## src/hdl/sub_mult_macros.svh

```systemverilog
`ifndef SUB_MULT_MACROS_SVH
`define SUB_MULT_MACROS_SVH

// Sample and grid word, Q3.12
`define SUB_MULT_DATA_W     16
`define SUB_MULT_DATA_FRAC  12

// Scale word, Q3.12
`define SUB_MULT_SCALE_W    16
`define SUB_MULT_SCALE_FRAC 12

// Result word, Q3.12
`define SUB_MULT_RSLT_W     16
`define SUB_MULT_RSLT_FRAC  12

`endif

```

## src/hdl/sub_mult_pkg.sv

```systemverilog
`default_nettype none

`include "sub_mult_macros.svh"

package sub_mult_pkg;

  // Sample and grid share one format
  typedef logic signed [`SUB_MULT_DATA_W-1:0]  sample_t;

  typedef logic signed [`SUB_MULT_SCALE_W-1:0] scale_t;

  typedef logic signed [`SUB_MULT_RSLT_W-1:0]  result_t;

  // Full product of difference and scale
  localparam int PROD_W = `SUB_MULT_DATA_W + `SUB_MULT_SCALE_W;

  // Product bit that lines up with the result LSB
  localparam int RSLT_LSB = `SUB_MULT_DATA_FRAC + `SUB_MULT_SCALE_FRAC
                          - `SUB_MULT_RSLT_FRAC;

endpackage

`default_nettype wire

```

## src/hdl/axis_if.sv

```systemverilog
`timescale 1ns/1ps
`default_nettype none

interface axis_if #(
  parameter type payload_t = logic
);

  payload_t tdata;
  logic     tvalid;
  logic     tready;
  logic     tlast;

  // Producer side
  modport src (
    output tdata,
    output tvalid,
    output tlast,
    input  tready
  );

  // Consumer side
  modport snk (
    input  tdata,
    input  tvalid,
    input  tlast,
    output tready
  );

endinterface

`default_nettype wire

```

## src/hdl/axis_skid_buffer.sv

```systemverilog
`timescale 1ns/1ps
`default_nettype none

module axis_skid_buffer #(
  parameter type payload_t = logic
) (
  input  logic clk,
  input  logic reset,
  axis_if.snk  s,
  axis_if.src  m
);

  // Output register
  payload_t m_tdata_reg;
  logic     m_tlast_reg;
  logic     m_tvalid_reg;
  logic     m_tvalid_next;

  // Skid register, catches the beat accepted while the output stalls
  payload_t temp_tdata_reg;
  logic     temp_tlast_reg;
  logic     temp_tvalid_reg;
  logic     temp_tvalid_next;

  logic s_tready_reg;
  logic s_tready_early;
  logic store_in_to_out;
  logic store_in_to_temp;
  logic store_temp_to_out;

  // Ready for next cycle if output drains or skid slot stays free
  assign s_tready_early = m.tready || (!temp_tvalid_reg && (!m_tvalid_reg || !s.tvalid));

  always_comb begin
    m_tvalid_next     = m_tvalid_reg;
    temp_tvalid_next  = temp_tvalid_reg;
    store_in_to_out   = 1'b0;
    store_in_to_temp  = 1'b0;
    store_temp_to_out = 1'b0;

    if (s_tready_reg) begin
      if (m.tready || !m_tvalid_reg) begin
        // Output free, go straight through
        m_tvalid_next   = s.tvalid;
        store_in_to_out = 1'b1;
      end else begin
        temp_tvalid_next = s.tvalid;
        store_in_to_temp = 1'b1;
      end
    end else if (m.tready) begin
      // Drain the skid slot
      m_tvalid_next     = temp_tvalid_reg;
      temp_tvalid_next  = 1'b0;
      store_temp_to_out = 1'b1;
    end
  end

  always_ff @(posedge clk) begin
    if (reset) begin
      s_tready_reg    <= 1'b0;
      m_tvalid_reg    <= 1'b0;
      temp_tvalid_reg <= 1'b0;
    end else begin
      s_tready_reg    <= s_tready_early;
      m_tvalid_reg    <= m_tvalid_next;
      temp_tvalid_reg <= temp_tvalid_next;
    end
  end

  // Payload path
  always_ff @(posedge clk) begin
    if (store_in_to_out) begin
      m_tdata_reg <= s.tdata;
      m_tlast_reg <= s.tlast;
    end else if (store_temp_to_out) begin
      m_tdata_reg <= temp_tdata_reg;
      m_tlast_reg <= temp_tlast_reg;
    end

    if (store_in_to_temp) begin
      temp_tdata_reg <= s.tdata;
      temp_tlast_reg <= s.tlast;
    end
  end

  assign s.tready = s_tready_reg;
  assign m.tvalid = m_tvalid_reg;
  assign m.tdata  = m_tdata_reg;
  assign m.tlast  = m_tlast_reg;

  // A stalled beat must not change under the consumer
  a_stall_stable: assert property (@(posedge clk) disable iff (reset)
    m.tvalid && !m.tready |=> m.tvalid && $stable(m.tdata) && $stable(m.tlast))
    else $error("skid output changed while stalled");

endmodule

`default_nettype wire

```

## src/hdl/frame_extender.sv

```systemverilog
`timescale 1ns/1ps
`default_nettype none

module frame_extender #(
  parameter type payload_t = logic
) (
  input  logic     clk,
  input  logic     reset,

  // External stream
  input  payload_t s_tdata,
  input  logic     s_tvalid,
  output logic     s_tready,
  input  logic     s_tlast,

  // Joint frame end from the join stage
  input  logic     frame_done,

  axis_if.src      lane
);

  logic hold;

  axis_if #(.payload_t(payload_t)) skid_in ();

  // Final beat of this lane waits here until the longest frame is done
  assign hold = lane.tvalid && lane.tlast && !frame_done;

  // In hold the registered beat loops back into the skid input.
  // The copy is offered only while the held beat is being taken, so the
  // skid slot never ends up with a stale copy when the hold is released
  assign skid_in.tdata  = hold ? lane.tdata : s_tdata;
  assign skid_in.tlast  = hold ? lane.tlast : s_tlast;
  assign skid_in.tvalid = hold ? lane.tready : s_tvalid;

  // Next frame is stalled at the port during hold
  assign s_tready = hold ? 1'b0 : skid_in.tready;

  axis_skid_buffer #(
    .payload_t(payload_t)
  ) skid (
    .clk   (clk),
    .reset (reset),
    .s     (skid_in),
    .m     (lane)
  );

  // Held beat is still presented on the next cycle unless the frame closed
  a_hold_repeats: assert property (@(posedge clk) disable iff (reset)
    lane.tvalid && lane.tlast && !frame_done |=> lane.tvalid && lane.tlast)
    else $error("held final beat vanished before frame end");

endmodule

`default_nettype wire

```

## src/hdl/sub_mult.sv

```systemverilog
`timescale 1ns/1ps
`default_nettype none

module sub_mult (
  input  logic                  clk,
  input  logic                  reset,

  // Sample stream
  input  sub_mult_pkg::sample_t s_data_tdata,
  input  logic                  s_data_tvalid,
  output logic                  s_data_tready,
  input  logic                  s_data_tlast,

  // Grid stream
  input  sub_mult_pkg::sample_t s_grid_tdata,
  input  logic                  s_grid_tvalid,
  output logic                  s_grid_tready,
  input  logic                  s_grid_tlast,

  // Scale stream
  input  sub_mult_pkg::scale_t  s_scale_tdata,
  input  logic                  s_scale_tvalid,
  output logic                  s_scale_tready,
  input  logic                  s_scale_tlast,

  // Result stream
  output sub_mult_pkg::result_t m_data_tdata,
  output logic                  m_data_tvalid,
  input  logic                  m_data_tready,
  output logic                  m_data_tlast
);

  import sub_mult_pkg::*;

  logic frame_done;

  axis_if #(.payload_t(sample_t)) data_lane ();
  axis_if #(.payload_t(sample_t)) grid_lane ();
  axis_if #(.payload_t(scale_t))  scale_lane ();
  axis_if #(.payload_t(result_t)) join_out ();
  axis_if #(.payload_t(result_t)) out_stage ();

  // Input lanes, each stretches a short frame
  frame_extender #(
    .payload_t(sample_t)
  ) u_data_ext (
    .clk        (clk),
    .reset      (reset),
    .s_tdata    (s_data_tdata),
    .s_tvalid   (s_data_tvalid),
    .s_tready   (s_data_tready),
    .s_tlast    (s_data_tlast),
    .frame_done (frame_done),
    .lane       (data_lane)
  );

  frame_extender #(
    .payload_t(sample_t)
  ) u_grid_ext (
    .clk        (clk),
    .reset      (reset),
    .s_tdata    (s_grid_tdata),
    .s_tvalid   (s_grid_tvalid),
    .s_tready   (s_grid_tready),
    .s_tlast    (s_grid_tlast),
    .frame_done (frame_done),
    .lane       (grid_lane)
  );

  frame_extender #(
    .payload_t(scale_t)
  ) u_scale_ext (
    .clk        (clk),
    .reset      (reset),
    .s_tdata    (s_scale_tdata),
    .s_tvalid   (s_scale_tvalid),
    .s_tready   (s_scale_tready),
    .s_tlast    (s_scale_tlast),
    .frame_done (frame_done),
    .lane       (scale_lane)
  );

  // Arithmetic and lane alignment
  sub_mult_join u_join (
    .data_lane  (data_lane),
    .grid_lane  (grid_lane),
    .scale_lane (scale_lane),
    .join_out   (join_out),
    .frame_done (frame_done)
  );

  // Output stage takes the back-pressure
  axis_skid_buffer #(
    .payload_t(result_t)
  ) u_out_skid (
    .clk   (clk),
    .reset (reset),
    .s     (join_out),
    .m     (out_stage)
  );

  assign m_data_tdata     = out_stage.tdata;
  assign m_data_tvalid    = out_stage.tvalid;
  assign m_data_tlast     = out_stage.tlast;
  assign out_stage.tready = m_data_tready;

endmodule

`default_nettype wire

```

## src/hdl/sub_mult_join.sv

```systemverilog
`timescale 1ns/1ps
`default_nettype none

module sub_mult_join (
  axis_if.snk  data_lane,
  axis_if.snk  grid_lane,
  axis_if.snk  scale_lane,
  axis_if.src  join_out,
  output logic frame_done
);

  import sub_mult_pkg::*;

  localparam int DATA_W  = $bits(sample_t);
  localparam int SCALE_W = $bits(scale_t);
  localparam int RSLT_W  = $bits(result_t);

  sample_t                  sample_word;
  sample_t                  grid_word;
  sample_t                  diff;
  scale_t                   scale_word;
  logic signed [PROD_W-1:0] diff_ext;
  logic signed [PROD_W-1:0] scale_ext;
  logic signed [PROD_W-1:0] product;
  logic                     all_valid;

  assign sample_word = data_lane.tdata;
  assign grid_word   = grid_lane.tdata;
  assign scale_word  = scale_lane.tdata;

  // Difference wraps at the sample width
  assign diff = sample_word - grid_word;

  assign diff_ext  = {{(PROD_W-DATA_W){diff[DATA_W-1]}}, diff};
  assign scale_ext = {{(PROD_W-SCALE_W){scale_word[SCALE_W-1]}}, scale_word};
  assign product   = diff_ext * scale_ext;

  // Rescale to the result format, upper bits dropped
  assign join_out.tdata = product[RSLT_LSB +: RSLT_W];

  assign all_valid = data_lane.tvalid && grid_lane.tvalid && scale_lane.tvalid;

  assign join_out.tvalid = all_valid;
  assign join_out.tlast  = data_lane.tlast && grid_lane.tlast && scale_lane.tlast;

  // A lane is taken only together with the other two
  assign data_lane.tready  = join_out.tready && grid_lane.tvalid && scale_lane.tvalid;
  assign grid_lane.tready  = join_out.tready && data_lane.tvalid && scale_lane.tvalid;
  assign scale_lane.tready = join_out.tready && data_lane.tvalid && grid_lane.tvalid;

  assign frame_done = all_valid && join_out.tready && join_out.tlast;

endmodule

`default_nettype wire

```

## config.mk

```make
export PLATFORM = sky130hd
export DESIGN_NAME = sub_mult
export DESIGN_NICKNAME = d
export VERILOG_FILES = /design/src/hdl/sub_mult_pkg.sv /design/src/hdl/axis_if.sv /design/src/hdl/axis_skid_buffer.sv /design/src/hdl/frame_extender.sv /design/src/hdl/sub_mult.sv /design/src/hdl/sub_mult_join.sv
export VERILOG_INCLUDE_DIRS = /design/src /design/src/hdl
export SDC_FILE = /design/constraint.sdc
export NUM_CORES = 1
export LEC_CHECK = 0
export ABC_AREA = 1
export BUFFER_PORTS_ARGS = -buffer_cell sky130_fd_sc_hd__buf_2
export CAP_MARGIN = 10
export CORE_MARGIN = 3
export CORE_UTILIZATION = 54
export DETAILED_ROUTE_END_ITERATION = 12
export HOLD_SLACK_MARGIN = 0.06
export PLACE_DENSITY_LB_ADDON = 0.1
export REMOVE_ABC_BUFFERS = 1
export SETUP_SLACK_MARGIN = 0.5
export SKIP_CTS_REPAIR_TIMING = 1
export SLEW_MARGIN = 20
export SYNTH_ARGS = -nofsm -noshare
export SYNTH_HDL_FRONTEND = slang
export SYNTH_HIERARCHICAL = 1
export SYNTH_SLANG_ARGS = --single-unit
```

## constraint.sdc

```tcl
create_clock -name clk -period 18.3 [get_ports clk]
set_input_delay 0 -clock clk [delete_from_list [all_inputs] [get_ports clk]]
set_output_delay 0 -clock clk [all_outputs]
set_load 0.005 [all_outputs]
```

==> load_flow_metrics.sql, run 1 <==
INSERT INTO impl_metrics (metric_group, metric, value, unit) VALUES
('outcome', 'outcome', 'complete, no violations', ''),
('layout', 'area_growth', '10.7', '%'),
('floorplan', 'placeableCoreArea', '0.0298', 'mm²'),
('clock_network', 'tritoncts.num_buffers', '17', ''),
('hold_path', 'classification_of_the_worst_slack_hold_path', 'primary input to flop', ''),
('yosys', 'synth.cells.most_frequent', '483 x sky130_fd_sc_hd__nand2_1, 391 x sky130_fd_sc_hd__inv_1, 229 x sky130_fd_sc_hd__fa_1', ''),
('sta', 'hold_violations', '0', ''),
('yosys', 'synth_top_family_by_area', 'adder cells', ''),
('drt', 'drt-vias-per-instance', '5.33', ''),
('global_routing', 'number_of_antenna_violations_at_the_first_check_in_global_routing', '0', ''),
('sta', 'maxClockFrequency', '0.124', 'GHz'),
('layout', 'final_util', '0.611', ''),
('layout', 'regArea', '0.00432', 'mm²'),
('place', 'placement.setup.worst_slack', '10.23', 'ns'),
('worst_setup_path', 'regToRegEndpoint', 'u_out_skid/m.tdata[13]', ''),
('global_routing', 'grt_pass1_vias', '13300', ''),
('drt', 'route.detailed.drc', '0', ''),
('worst_setup_path', 'worst-path-max-fanout', '11', ''),
('yosys', 'syn_area_per_cell', '8.69', 'µm²'),
('clock_network', 'cts_tree', 'yes', ''),
('yosys', 'synth_cell_types', '42', ''),
('layout', 'antennaDiodeCount', '0', ''),
('clock_network', 'cts_sinks', '148', ''),
('sta', 'rsz0062_at_grt', 'no', ''),
('drt', 'drt_iter0_drc', '894', ''),
('floorplan', 'dieArea', '0.0326', 'mm²'),
('worst_setup_path', 'r2r.worst_path.cells', '32', ''),
('yosys', 'asyncSetResetFlopFracSynth', '0', ''),
('floorplan', 'rows', '63', ''),
('yosys', 'syn_area', '0.0164', 'mm²'),
('yosys', 'yosysTopAreaCell', 'sky130_fd_sc_hd__fa_1', ''),
('yosys', 'post-synth-top-count-cell', 'sky130_fd_sc_hd__nand2_1', ''),
('yosys', 'synth_area_leaders', 'sky130_fd_sc_hd__fa_1 28%, sky130_fd_sc_hd__edfxtp_1 25%, sky130_fd_sc_hd__nand2_1 11%', ''),
('yosys', 'synthMuxAreaShare', '0', ''),
('worst_setup_path', 'flop_to_flop_setup_slack', '10.21', 'ns'),
('run', 'maxCapViolations', '0', ''),
('drt', 'vias_post_dr', '12800', ''),
('drt', 'drt_pre_antenna_iters', '5', ''),
('layout', 'finalNetCount', '2373', ''),
('floorplan', 'die_w', '181', 'µm'),
('clock_network', 'clock_tree.root_cell', 'sky130_fd_sc_hd__clkbuf_16', ''),
('floorplan', 'start_util', '0.552', ''),
('global_routing', 'grt_pass1_wl', '69700', 'µm'),
('drt', 'route.detailed.wl_per_inst', '17.9', 'µm'),
('yosys', 'synth_cells', '1893', ''),
('floorplan', 'vertical_die_dimension', '181', 'µm'),
('global_routing', 'largest_net_degree_at_the_start_of_global_routing', '24', ''),
('clock_network', 'clkTransAtPathRegs', '0.09', 'ns'),
('place', 'place_hpwl', '33000', 'µm'),
('sta', 'setup_violations', '0', ''),
('yosys', 'synth-adder-area-share', '0.346', ''),
('worst_setup_path', 'setup.worst_path.end', 'u_out_skid/m.tdata[13]', ''),
('place', 'gp_congestion', '0.925', ''),
('clock_network', 'cts_max_level', '4', ''),
('worst_setup_path', 'cp.required', '18.51', 'ns'),
('global_routing', 'overflow', '0', ''),
('worst_setup_path', 'worst_setup_path_end_kind', 'flop', ''),
('sta', 'max_slew.worst_pin.slew', '1.15', 'ns'),
('layout', 'post_route_cells_drive_above_1_share', '0.0955', ''),
('worst_setup_path', 'setup.worst_path.class', 'flop to flop', ''),
('layout', 'multiInputGateArea', '0.0102', 'mm²'),
('floorplan', 'ioPinCount', '78', ''),
('worst_setup_path', 'timing.critical_path.slowest_cell_delay', '0.90', 'ns'),
('worst_setup_path', 'critPathArrivalTime', '8.31', 'ns'),
('sta', 'maxSlewHeadroom', '0.228', ''),
('drt', 'antenna_left', '0', ''),
('layout', 'final.fill_count', '2610', ''),
('yosys', 'synth_compound_area_frac', '0.0300', ''),
('global_routing', 'grtUsageTotal', '0.268', ''),
('yosys', 'postSynthRegisterBits', '148', ''),
('sta', 'final.setup.tns', '0', 'ns');
how the worst min path moves through the flow:
stage	startpoint	endpoint	depth (start not counted)	slack, ns
floorplan	reset	u_data_ext/skid/temp_tvalid_reg	1	0.06
global placement	s_grid_tlast	u_grid_ext/skid/temp_tlast_reg	3	0.28
detailed placement	s_data_tlast	u_data_ext/skid/temp_tlast_reg	3	0.29
CTS	s_data_tlast	u_data_ext/skid/temp_tlast_reg	3	-0.18
global route	s_data_tlast	u_data_ext/skid/temp_tlast_reg	4	0.38
finish	s_grid_tlast	u_grid_ext/skid/temp_tlast_reg	4	0.38
metrics by stage:
| step | instances | instance area [µm²] | hold WS, ns |
|---|---|---|---|
| 2_1_floorplan | 1834 | 16100 | 0.0624 |
| 3_3_place_gp | 2313 | 17000 | 0.278 |
| 3_5_place_dp | 2313 | 17000 | 0.288 |
| 4_1_cts | 2345 | 17600 | -0.175 |
| 5_1_grt | 2401 | 18200 | 0.384 |
| 6_report | 2401 | 18200 | 0.375 |
critical path, delay by kind of cell (launching register included):
kind / cells / cell delay (ns)
simple gates: 11 / 1.07
compound gates: 5 / 0.91
fa+ha+maj: 9 / 3.81
buf+inv: 6 / 0.78
flops: 1 / 0.39
xor+xnor: 1 / 0.90
area by class of cell:
cell class	instances	area share
clock buffers	17	0.0234
clock inverters	15	0.0104
inverters	405	0.0839
multi-input cells	1281	0.561
flip-flops and latches	148	0.237
well taps	390	0.0268
repair buffers	145	0.0569
layer usage:
layer | track usage | wire [µm] | vias to the layer above
li1 | - | - | 6043
met1 | 0.352 | 17900 | 6230
met2 | 0.463 | 21400 | 439
met3 | 0.0331 | 2260 | 80
met4 | 0.0946 | 1370 | 0
met5 | 0 | 0 | -
layout by cell type, fill, tap and decap left out, types with 4 or more instances in the layout:
master,instances
sky130_fd_sc_hd__a21oi_1,47
sky130_fd_sc_hd__a21oi_2,8
sky130_fd_sc_hd__buf_2,77
sky130_fd_sc_hd__buf_4,12
sky130_fd_sc_hd__clkbuf_16,17
sky130_fd_sc_hd__clkinv_2,4
sky130_fd_sc_hd__clkinv_8,7
sky130_fd_sc_hd__dfxtp_1,12
sky130_fd_sc_hd__dlygate4sd3_1,56
sky130_fd_sc_hd__edfxtp_1,136
sky130_fd_sc_hd__fa_1,229
sky130_fd_sc_hd__ha_1,89
sky130_fd_sc_hd__inv_1,391
sky130_fd_sc_hd__inv_2,9
sky130_fd_sc_hd__nand2_1,483
sky130_fd_sc_hd__nand2_2,20
sky130_fd_sc_hd__nand2_4,8
sky130_fd_sc_hd__nand3_1,98
sky130_fd_sc_hd__nand3_2,6
sky130_fd_sc_hd__nand3b_1,8
sky130_fd_sc_hd__nand4_1,58
sky130_fd_sc_hd__nor2_1,144
sky130_fd_sc_hd__nor3_1,4
sky130_fd_sc_hd__o21ai_0,15
sky130_fd_sc_hd__xnor2_1,13
sky130_fd_sc_hd__xor2_1,20
kinds of logic after synthesis:
kind of cell    count (synthesis)
simple gates                  842
fa+ha+maj                     318
buf+inv                       464
flops                         148
compound gates                 85
xor+xnor                       36
Power of run 1 is not shown: default switching activity piles up to over one toggle a cycle in this logic, so the estimate is an artifact.
==> inputs of run 2 (changes only) <==
--- a/config.mk
+++ b/config.mk
@@ -6,7 +6,7 @@
 export SDC_FILE = /design/constraint.sdc
 export NUM_CORES = 1
 export LEC_CHECK = 0
-export ABC_AREA = 1
+export ABC_AREA = 0
 export BUFFER_PORTS_ARGS = -buffer_cell sky130_fd_sc_hd__buf_2
 export CAP_MARGIN = 10
 export CORE_MARGIN = 3
==> constraint.sdc (replaced) <==
create_clock -name clk -period 6.65 [get_ports clk]
set_input_delay 0 -clock clk [delete_from_list [all_inputs] [get_ports clk]]
set_output_delay 0 -clock clk [all_outputs]
set_load 0.005 [all_outputs]
==> load_flow_metrics.sql, run 2 <==
INSERT INTO impl_metrics (metric_group, metric, value, unit) VALUES
('sta', 'setup_violations', '30', ''),
('hold_path', 'timing.hold.worst_endpoint', 'u_scale_ext/skid/s.tready', ''),
('outcome', 'outcome', 'finished with violations', ''),
('clock_network', 'clock_path_buffers', '2', ''),
('sta', 'clock-skew-final', '0.0142', 'ns'),
('drt', 'route.detailed.drc', '0', ''),
('yosys', 'synthXorXnorAreaFrac', '0.0255', ''),
('drt', 'route.detailed.wl_per_inst', '17.2', 'µm'),
('clock_network', 'cts_max_level', '4', ''),
('yosys', 'asyncSetResetFlopFracSynth', '0', ''),
('layout', 'final_cell_mix', '294 x sky130_fd_sc_hd__inv_1, 224 x sky130_fd_sc_hd__fa_1, 219 x sky130_fd_sc_hd__buf_4', ''),
('place', 'io_buffers', '77', ''),
('clock_network', 'clk_latency', '0.44', 'ns'),
('global_routing', 'number_of_antenna_violations_at_the_first_check_in_global_routing', '0', ''),
('sta', 'maxSlewHeadroom', '0.330', ''),
('sta', 'maxClockFrequency', '0.124', 'GHz'),
('yosys', 'synthesis.yosys.warnings', '6', ''),
('worst_setup_path', 'critPathBufInv', '8', ''),
('sta', 'setup_ws', '-1.40', 'ns'),
('yosys', 'synth.cells.most_frequent', '307 x sky130_fd_sc_hd__inv_1, 229 x sky130_fd_sc_hd__fa_1, 136 x sky130_fd_sc_hd__edfxtp_1', ''),
('layout', 'area_growth', '23.8', '%'),
('yosys', 'synth-adder-area-share', '0.356', ''),
('clock_network', 'clkTransAtPathRegs', '0.07', 'ns'),
('floorplan', 'die_w', '178', 'µm'),
('worst_setup_path', 'crit_family', 'adder cells', ''),
('layout', 'post_route_cells_drive_above_1_share', '0.311', ''),
('sta', 'final_cycle_utilization_of_the_critical_path', '1.21', ''),
('clock_network', 'cts_sinks', '148', ''),
('drt', 'antenna_left', '0', ''),
('layout', 'final.fill_count', '2207', ''),
('yosys', 'yosysTopAreaCell', 'sky130_fd_sc_hd__fa_1', ''),
('global_routing', 'largest_net_degree_at_the_start_of_global_routing', '20', ''),
('sta', 'finalMaxSlewViolations', '0', ''),
('global_routing', 'overflow', '0', ''),
('drt', 'drt_wl_total', '37200', 'µm'),
('worst_setup_path', 'worst-path-max-fanout', '5', ''),
('yosys', 'synth_cell_types', '56', ''),
('layout', 'design_area', '0.0198', 'mm²'),
('floorplan', 'rows', '62', ''),
('yosys', 'synth_enable_flop_cells', '136', ''),
('place', 'place_hpwl', '28700', 'µm'),
('layout', 'layout_commonest_cell', 'sky130_fd_sc_hd__inv_1', ''),
('yosys', 'synth_top_family_by_area', 'adder cells', ''),
('yosys', 'synth_compound_area_frac', '0.0423', ''),
('worst_setup_path', 'crit_slowest_cell', 'sky130_fd_sc_hd__fa_1', ''),
('floorplan', 'start_util', '0.553', ''),
('yosys', 'synthMuxAreaShare', '0.0979', ''),
('floorplan', 'ioPinCount', '78', ''),
('worst_setup_path', 'critPathArrivalTime', '8.23', 'ns'),
('clock_network', 'clock_tree.root_cell', 'sky130_fd_sc_hd__clkbuf_16', ''),
('global_routing', 'grt_pass1_wl', '60800', 'µm'),
('yosys', 'syn_area_per_cell', '11.2', 'µm²'),
('yosys', 'synth.yosys.seq_area_share', '0.270', ''),
('worst_setup_path', 'worstSetupStartpointType', 'flop', ''),
('sta', 'hold_violations', '0', ''),
('place', 'gp_congestion', '0.850', ''),
('global_routing', 'grtUsageTotal', '0.248', ''),
('yosys', 'syn_area', '0.0160', 'mm²'),
('clock_network', 'tritoncts.num_buffers', '17', ''),
('outcome', 'failing_checks', 'setup timing', ''),
('hold_path', 'hold_path_startpoint', 's_scale_tvalid', ''),
('yosys', 'yosysTopAreaCellShare', '0.287', ''),
('clock_network', 'cts_tree', 'yes', ''),
('yosys', 'synthFlopType', 'sky130_fd_sc_hd__edfxtp_1', ''),
('worst_setup_path', 'worst_path_most_repeated_cell', 'sky130_fd_sc_hd__fa_1', ''),
('sta', 'rsz0062_at_grt', 'yes', ''),
('layout', 'antennaDiodeCount', '0', ''),
('drt', 'drt_pre_antenna_iters', '5', ''),
('worst_setup_path', 'cp.required', '6.84', 'ns'),
('hold_path', 'worstHoldPathCells', '5', ''),
('yosys', 'synth_area_leaders', 'sky130_fd_sc_hd__fa_1 29%, sky130_fd_sc_hd__edfxtp_1 26%, sky130_fd_sc_hd__inv_1 7.2%', ''),
('worst_setup_path', 'setup.worst_path.class', 'flop to flop', ''),
('sta', 'min_tclk_post_route', '8.05', 'ns'),
('drt', 'vias_post_dr', '11000', ''),
('worst_setup_path', 'worst_setup_path_end_kind', 'flop', ''),
('layout', 'finalNetCount', '2136', ''),
('place', 'placed_cell_area', '0.0181', 'mm²'),
('drt', 'drt-vias-per-instance', '5.08', ''),
('floorplan', 'vertical_die_dimension', '178', 'µm'),
('run', 'maxCapViolations', '0', ''),
('floorplan', 'dieArea', '0.0317', 'mm²'),
('worst_setup_path', 'critical_path.reg2reg.startpoint', 'u_grid_ext/skid/m.tdata[0]', ''),
('worst_setup_path', 'r2r.worst_path.cells', '33', ''),
('worst_setup_path', 'regToRegEndpoint', 'u_out_skid/m.tdata[15]', ''),
('yosys', 'synth_cells', '1422', ''),
('worst_setup_path', 'flop_to_flop_setup_slack', '-1.40', 'ns'),
('hold_path', 'classification_of_the_worst_slack_hold_path', 'primary input to flop', ''),
('yosys', 'share_of_synthesized_cell_area_in_and_or_nand_and_nor_gates', '0.116', ''),
('yosys', 'post-synth-top-count-cell', 'sky130_fd_sc_hd__inv_1', ''),
('worst_setup_path', 'timing.critical_path.slowest_cell_delay', '0.56', 'ns'),
('drt', 'drt_iter0_drc', '655', ''),
('floorplan', 'placeableCoreArea', '0.0289', 'mm²'),
('global_routing', 'grt_pass1_vias', '11900', ''),
('sta', 'max_slew.worst_pin.slew', '1.01', 'ns'),
('yosys', 'postSynthRegisterBits', '148', '');
run 2: changes by cell type after synthesis, moves of 26 or more:
cell | previous run | this run
sky130_fd_sc_hd__a21oi_1 | 47 | 21
sky130_fd_sc_hd__and2_1 | 3 | 97
sky130_fd_sc_hd__inv_1 | 391 | 307
sky130_fd_sc_hd__mux2_2 | 0 | 59
sky130_fd_sc_hd__mux2_4 | 0 | 60
sky130_fd_sc_hd__nand2_1 | 483 | 126
sky130_fd_sc_hd__nand3_1 | 98 | 5
sky130_fd_sc_hd__nand4_1 | 58 | 2
sky130_fd_sc_hd__nor2_1 | 144 | 44
sky130_fd_sc_hd__nor2b_1 | 0 | 28
run 2: per-stage QoR:
| stage | instances | hold slack [ns] | util | setup TNS (ns) | setup WS [ns] |
|---|---|---|---|---|---|
| final | 2158 | 0.103 | 0.684 | -28.29 | -1.40 |
| after floorplan | 1380 | 0.0724 | - | -23.81 | -1.28 |
| after detailed placement | 2042 | 0.281 | 0.624 | -28.63 | -1.47 |
| after global placement | 2042 | 0.281 | 0.624 | -23.94 | -1.22 |
| after CTS | 2074 | -0.189 | 0.645 | -29.62 | -1.52 |
| after global routing | 2158 | 0.151 | 0.684 | -37.42 | -1.72 |
run 2: worst max path at each step:
stage	start	to	slack [ns]	cells past startpoint
6_report	u_grid_ext/skid/m.tdata[0]	u_out_skid/m.tdata[15]	-1.40	33
3_5_place_dp	u_grid_ext/skid/m.tdata[1]	u_out_skid/m.tdata[15]	-1.47	33
4_1_cts	u_grid_ext/skid/m.tdata[1]	u_out_skid/m.tdata[15]	-1.52	33
2_1_floorplan	u_grid_ext/skid/m.tdata[0]	u_out_skid/m.tdata[8]	-1.28	30
5_1_grt	u_grid_ext/skid/m.tdata[0]	u_out_skid/m.tdata[8]	-1.72	32
3_3_place_gp	u_grid_ext/skid/m.tdata[1]	u_out_skid/m.tdata[15]	-1.22	33
run 2: routing by layer:
metal	global-route usage	part of all wire	vias to the layer above
met1	0.320	0.43	5518
li1	-	-	5136
met3	0.0324	0.035	54
met4	0.0805	0.025	0
met5	0	0	-
met2	0.433	0.51	249
run 2: cell families after synthesis:
family                   count (synthesis)
XOR/XNOR                                45
AO/OA/AOI/OAI                           86
multiplexers                           119
AND/OR/NAND/NOR                        352
buffers and inverters                  354
flip-flops                             148
adder cells (fa/ha/maj)                318
run 2: worst reg2reg max path: cells and delay by family (launching register included):
kind / cells / cell delay, ns
AO/OA/AOI/OAI: 9 / 1.41
XOR/XNOR: 3 / 0.54
adder cells (fa/ha/maj): 9 / 3.95
buffers and inverters: 8 / 0.85
flip-flops: 1 / 0.43
multiplexers: 1 / 0.28
AND/OR/NAND/NOR: 3 / 0.35
run 2: final cells by class:
cell class              count  area (µm²)  area share
well taps                 384         480      0.0243
clock buffers              20         479      0.0242
multi-input cells         920       10500       0.532
clock inverters            12         101     0.00512
inverters                 312        1170      0.0591
repair buffers            362        2710       0.137
flip-flops and latches    148        4320       0.218
Power of run 2 is left out for the same reason.
==> inputs of run 3 (changes only) <==
--- a/config.mk
+++ b/config.mk
@@ -6,12 +6,13 @@
 export SDC_FILE = /design/constraint.sdc
 export NUM_CORES = 1
 export LEC_CHECK = 0
-export ABC_AREA = 0
+export ABC_AREA = 1
 export BUFFER_PORTS_ARGS = -buffer_cell sky130_fd_sc_hd__buf_2
 export CAP_MARGIN = 10
 export CORE_MARGIN = 3
 export CORE_UTILIZATION = 54
 export DETAILED_ROUTE_END_ITERATION = 12
+export GPL_ROUTABILITY_DRIVEN = 0
 export HOLD_SLACK_MARGIN = 0.06
 export PLACE_DENSITY_LB_ADDON = 0.1
 export REMOVE_ABC_BUFFERS = 1
==> load_flow_metrics.sql, run 3 (same netlist as run 1, synthesis figures left out) <==
INSERT INTO impl_metrics (metric_group, metric, value, unit) VALUES
('clock_network', 'cts_sinks', '148', ''),
('place', 'io_buffers', '77', ''),
('run', 'maxCapViolations', '0', ''),
('sta', 'rsz0062_at_grt', 'yes', ''),
('clock_network', 'cts_max_level', '4', ''),
('sta', 'setup_violations', '19', ''),
('worst_setup_path', 'worst_setup_path_end_kind', 'flop', ''),
('worst_setup_path', 'cp.required', '6.96', 'ns'),
('place', 'place_hpwl', '33800', 'µm'),
('drt', 'drt-vias-per-instance', '5.28', ''),
('sta', 'min_tclk_post_route', '6.99', 'ns'),
('drt', 'antenna_left', '0', ''),
('floorplan', 'placeableCoreArea', '0.0298', 'mm²'),
('worst_setup_path', 'flop_to_flop_setup_slack', '-0.34', 'ns'),
('layout', 'area_growth', '26.1', '%'),
('place', 'dp.cells', '2492', ''),
('worst_setup_path', 'critPathBufInv', '9', ''),
('floorplan', 'vertical_die_dimension', '181', 'µm'),
('clock_network', 'clk_latency', '0.44', 'ns'),
('drt', 'route.detailed.wl_per_inst', '17.3', 'µm'),
('sta', 'max_slew.worst_pin.slew', '0.918', 'ns'),
('worst_setup_path', 'setup.worst_path.class', 'flop to flop', ''),
('floorplan', 'dieArea', '0.0326', 'mm²'),
('clock_network', 'clock_tree.root_cell', 'sky130_fd_sc_hd__clkbuf_16', ''),
('hold_path', 'timing.hold.worst_endpoint', 'u_grid_ext/skid/temp_tdata_reg[11]', ''),
('worst_setup_path', 'regToRegEndpoint', 'u_out_skid/m.tdata[14]', ''),
('outcome', 'failing_checks', 'setup timing', ''),
('worst_setup_path', 'crit_family', 'adder cells', ''),
('layout', 'final_cells', '2615', ''),
('layout', 'finalNetCount', '2587', ''),
('worst_setup_path', 'crit_slowest_cell', 'sky130_fd_sc_hd__fa_1', ''),
('worst_setup_path', 'critPathArrivalTime', '7.29', 'ns'),
('layout', 'antennaDiodeCount', '0', ''),
('floorplan', 'ioPinCount', '78', ''),
('worst_setup_path', 'r2r.worst_path.cells', '32', ''),
('sta', 'final_cycle_utilization_of_the_critical_path', '1.05', ''),
('sta', 'maxSlewHeadroom', '0.387', ''),
('global_routing', 'grt_pass1_wl', '70400', 'µm'),
('clock_network', 'clock_path_buffers', '2', ''),
('hold_path', 'worstHoldPathCells', '4', ''),
('outcome', 'outcome', 'finished with violations', ''),
('floorplan', 'start_util', '0.552', ''),
('worst_setup_path', 'worstSetupStartpointType', 'flop', ''),
('global_routing', 'overflow', '0', ''),
('worst_setup_path', 'timing.critical_path.slowest_cell_delay', '0.60', 'ns'),
('clock_network', 'clkTransAtPathRegs', '0.08', 'ns'),
('sta', 'setup_ws', '-0.335', 'ns'),
('global_routing', 'grtUsageTotal', '0.270', ''),
('sta', 'maxClockFrequency', '0.143', 'GHz'),
('layout', 'final_util', '0.696', ''),
('sta', 'finalMaxSlewViolations', '0', ''),
('layout', 'final_cell_mix', '458 x sky130_fd_sc_hd__nand2_1, 364 x sky130_fd_sc_hd__inv_1, 217 x sky130_fd_sc_hd__fa_1', ''),
('global_routing', 'largest_net_degree_at_the_start_of_global_routing', '24', ''),
('global_routing', 'grt_pass1_vias', '13900', ''),
('sta', 'hold_violations', '0', ''),
('drt', 'vias_post_dr', '13800', ''),
('hold_path', 'classification_of_the_worst_slack_hold_path', 'primary input to flop', ''),
('layout', 'layout_commonest_cell', 'sky130_fd_sc_hd__nand2_1', ''),
('worst_setup_path', 'critical_path.reg2reg.startpoint', 'u_grid_ext/skid/m.tdata[1]', ''),
('clock_network', 'tritoncts.num_buffers', '17', ''),
('drt', 'drt_pre_antenna_iters', '5', ''),
('floorplan', 'rows', '63', ''),
('worst_setup_path', 'worst-path-max-fanout', '5', ''),
('layout', 'post_route_cells_drive_above_1_share', '0.256', ''),
('drt', 'drt_iter0_drc', '1113', ''),
('floorplan', 'die_w', '181', 'µm'),
('clock_network', 'cts_tree', 'yes', ''),
('drt', 'drt_wl_total', '45200', 'µm'),
('drt', 'route.detailed.drc', '0', ''),
('global_routing', 'number_of_antenna_violations_at_the_first_check_in_global_routing', '0', ''),
('sta', 'clock-skew-final', '0.0199', 'ns'),
('worst_setup_path', 'worst_path_most_repeated_cell', 'sky130_fd_sc_hd__inv_1', ''),
('worst_setup_path', 'timing.critical_path.from', 'u_grid_ext/skid/m.tdata[1]', ''),
('hold_path', 'hold_path_startpoint', 's_grid_tdata[11]', '');
-- run 3: cell count changes in the layout (fill, tap and decap cells not counted), sizes merged, moves of 20 or more --
cell,previous run,this run
and2,100,3
nand3,5,107
xnor2,36,16
nor2,45,148
mux2,119,0
inv,322,402
nand2,126,511
nor2b,28,0
nand4,2,58
a21oi,22,55
-- run 3: routing by layer --
layer	vias up	part of all wire	wire (µm)	GRT usage
met2	482	0.51	23000	0.480
li1	6454	-	-	-
met4	0	0.035	1580	0.0946
met1	6748	0.41	18300	0.344
met5	-	0	0	0
met3	114	0.050	2260	0.0315
-- run 3: how the worst max path moves through the flow --
stage                        endpoint  slack, ns  depth (start not counted)
6_report       u_out_skid/m.tdata[14]      -0.34                         32
5_1_grt        u_out_skid/m.tdata[14]      -0.56                         29
4_1_cts        u_out_skid/m.tdata[14]      -0.47                         29
3_5_place_dp   u_out_skid/m.tdata[14]      -0.40                         32
3_3_place_gp   u_out_skid/m.tdata[13]      -0.32                         32
2_1_floorplan  u_out_skid/m.tdata[15]      -0.07                         33
-- run 3: layout make-up --
| class | instances | area, µm² |
|---|---|---|
| Sequential cell | 148 | 4320 |
| Clock buffer | 21 | 470 |
| Clock inverter | 11 | 119 |
| Inverter | 405 | 1550 |
| Timing Repair Buffer | 359 | 2710 |
| Multi-Input combinational cell | 1281 | 11100 |
| Tap cell | 390 | 488 |
| Fill cell | 2326 | 9050 |
-- run 3: tightest hold or removal path, cell delays in order --
cell and delay, ns:
sky130_fd_sc_hd__dlygate4sd3_1 0.52, sky130_fd_sc_hd__buf_2 0.09, sky130_fd_sc_hd__nand2_1 0.04, sky130_fd_sc_hd__nand2_1 0.06
-- run 3: per-stage QoR --
step           setup slack [ns]  hold WS, ns  instance area, µm²  setup TNS (ns)
5_1_grt                  -0.559        0.420               20700           -8.34
6_report                 -0.335        0.381               20700           -2.71
4_1_cts                  -0.470       -0.162               19000           -6.53
2_1_floorplan           -0.0693       0.0624               16100          -0.115
3_3_place_gp             -0.321        0.277               18400           -3.32
3_5_place_dp             -0.396        0.285               18400           -5.03
Power of run 3 is left out for the same reason.
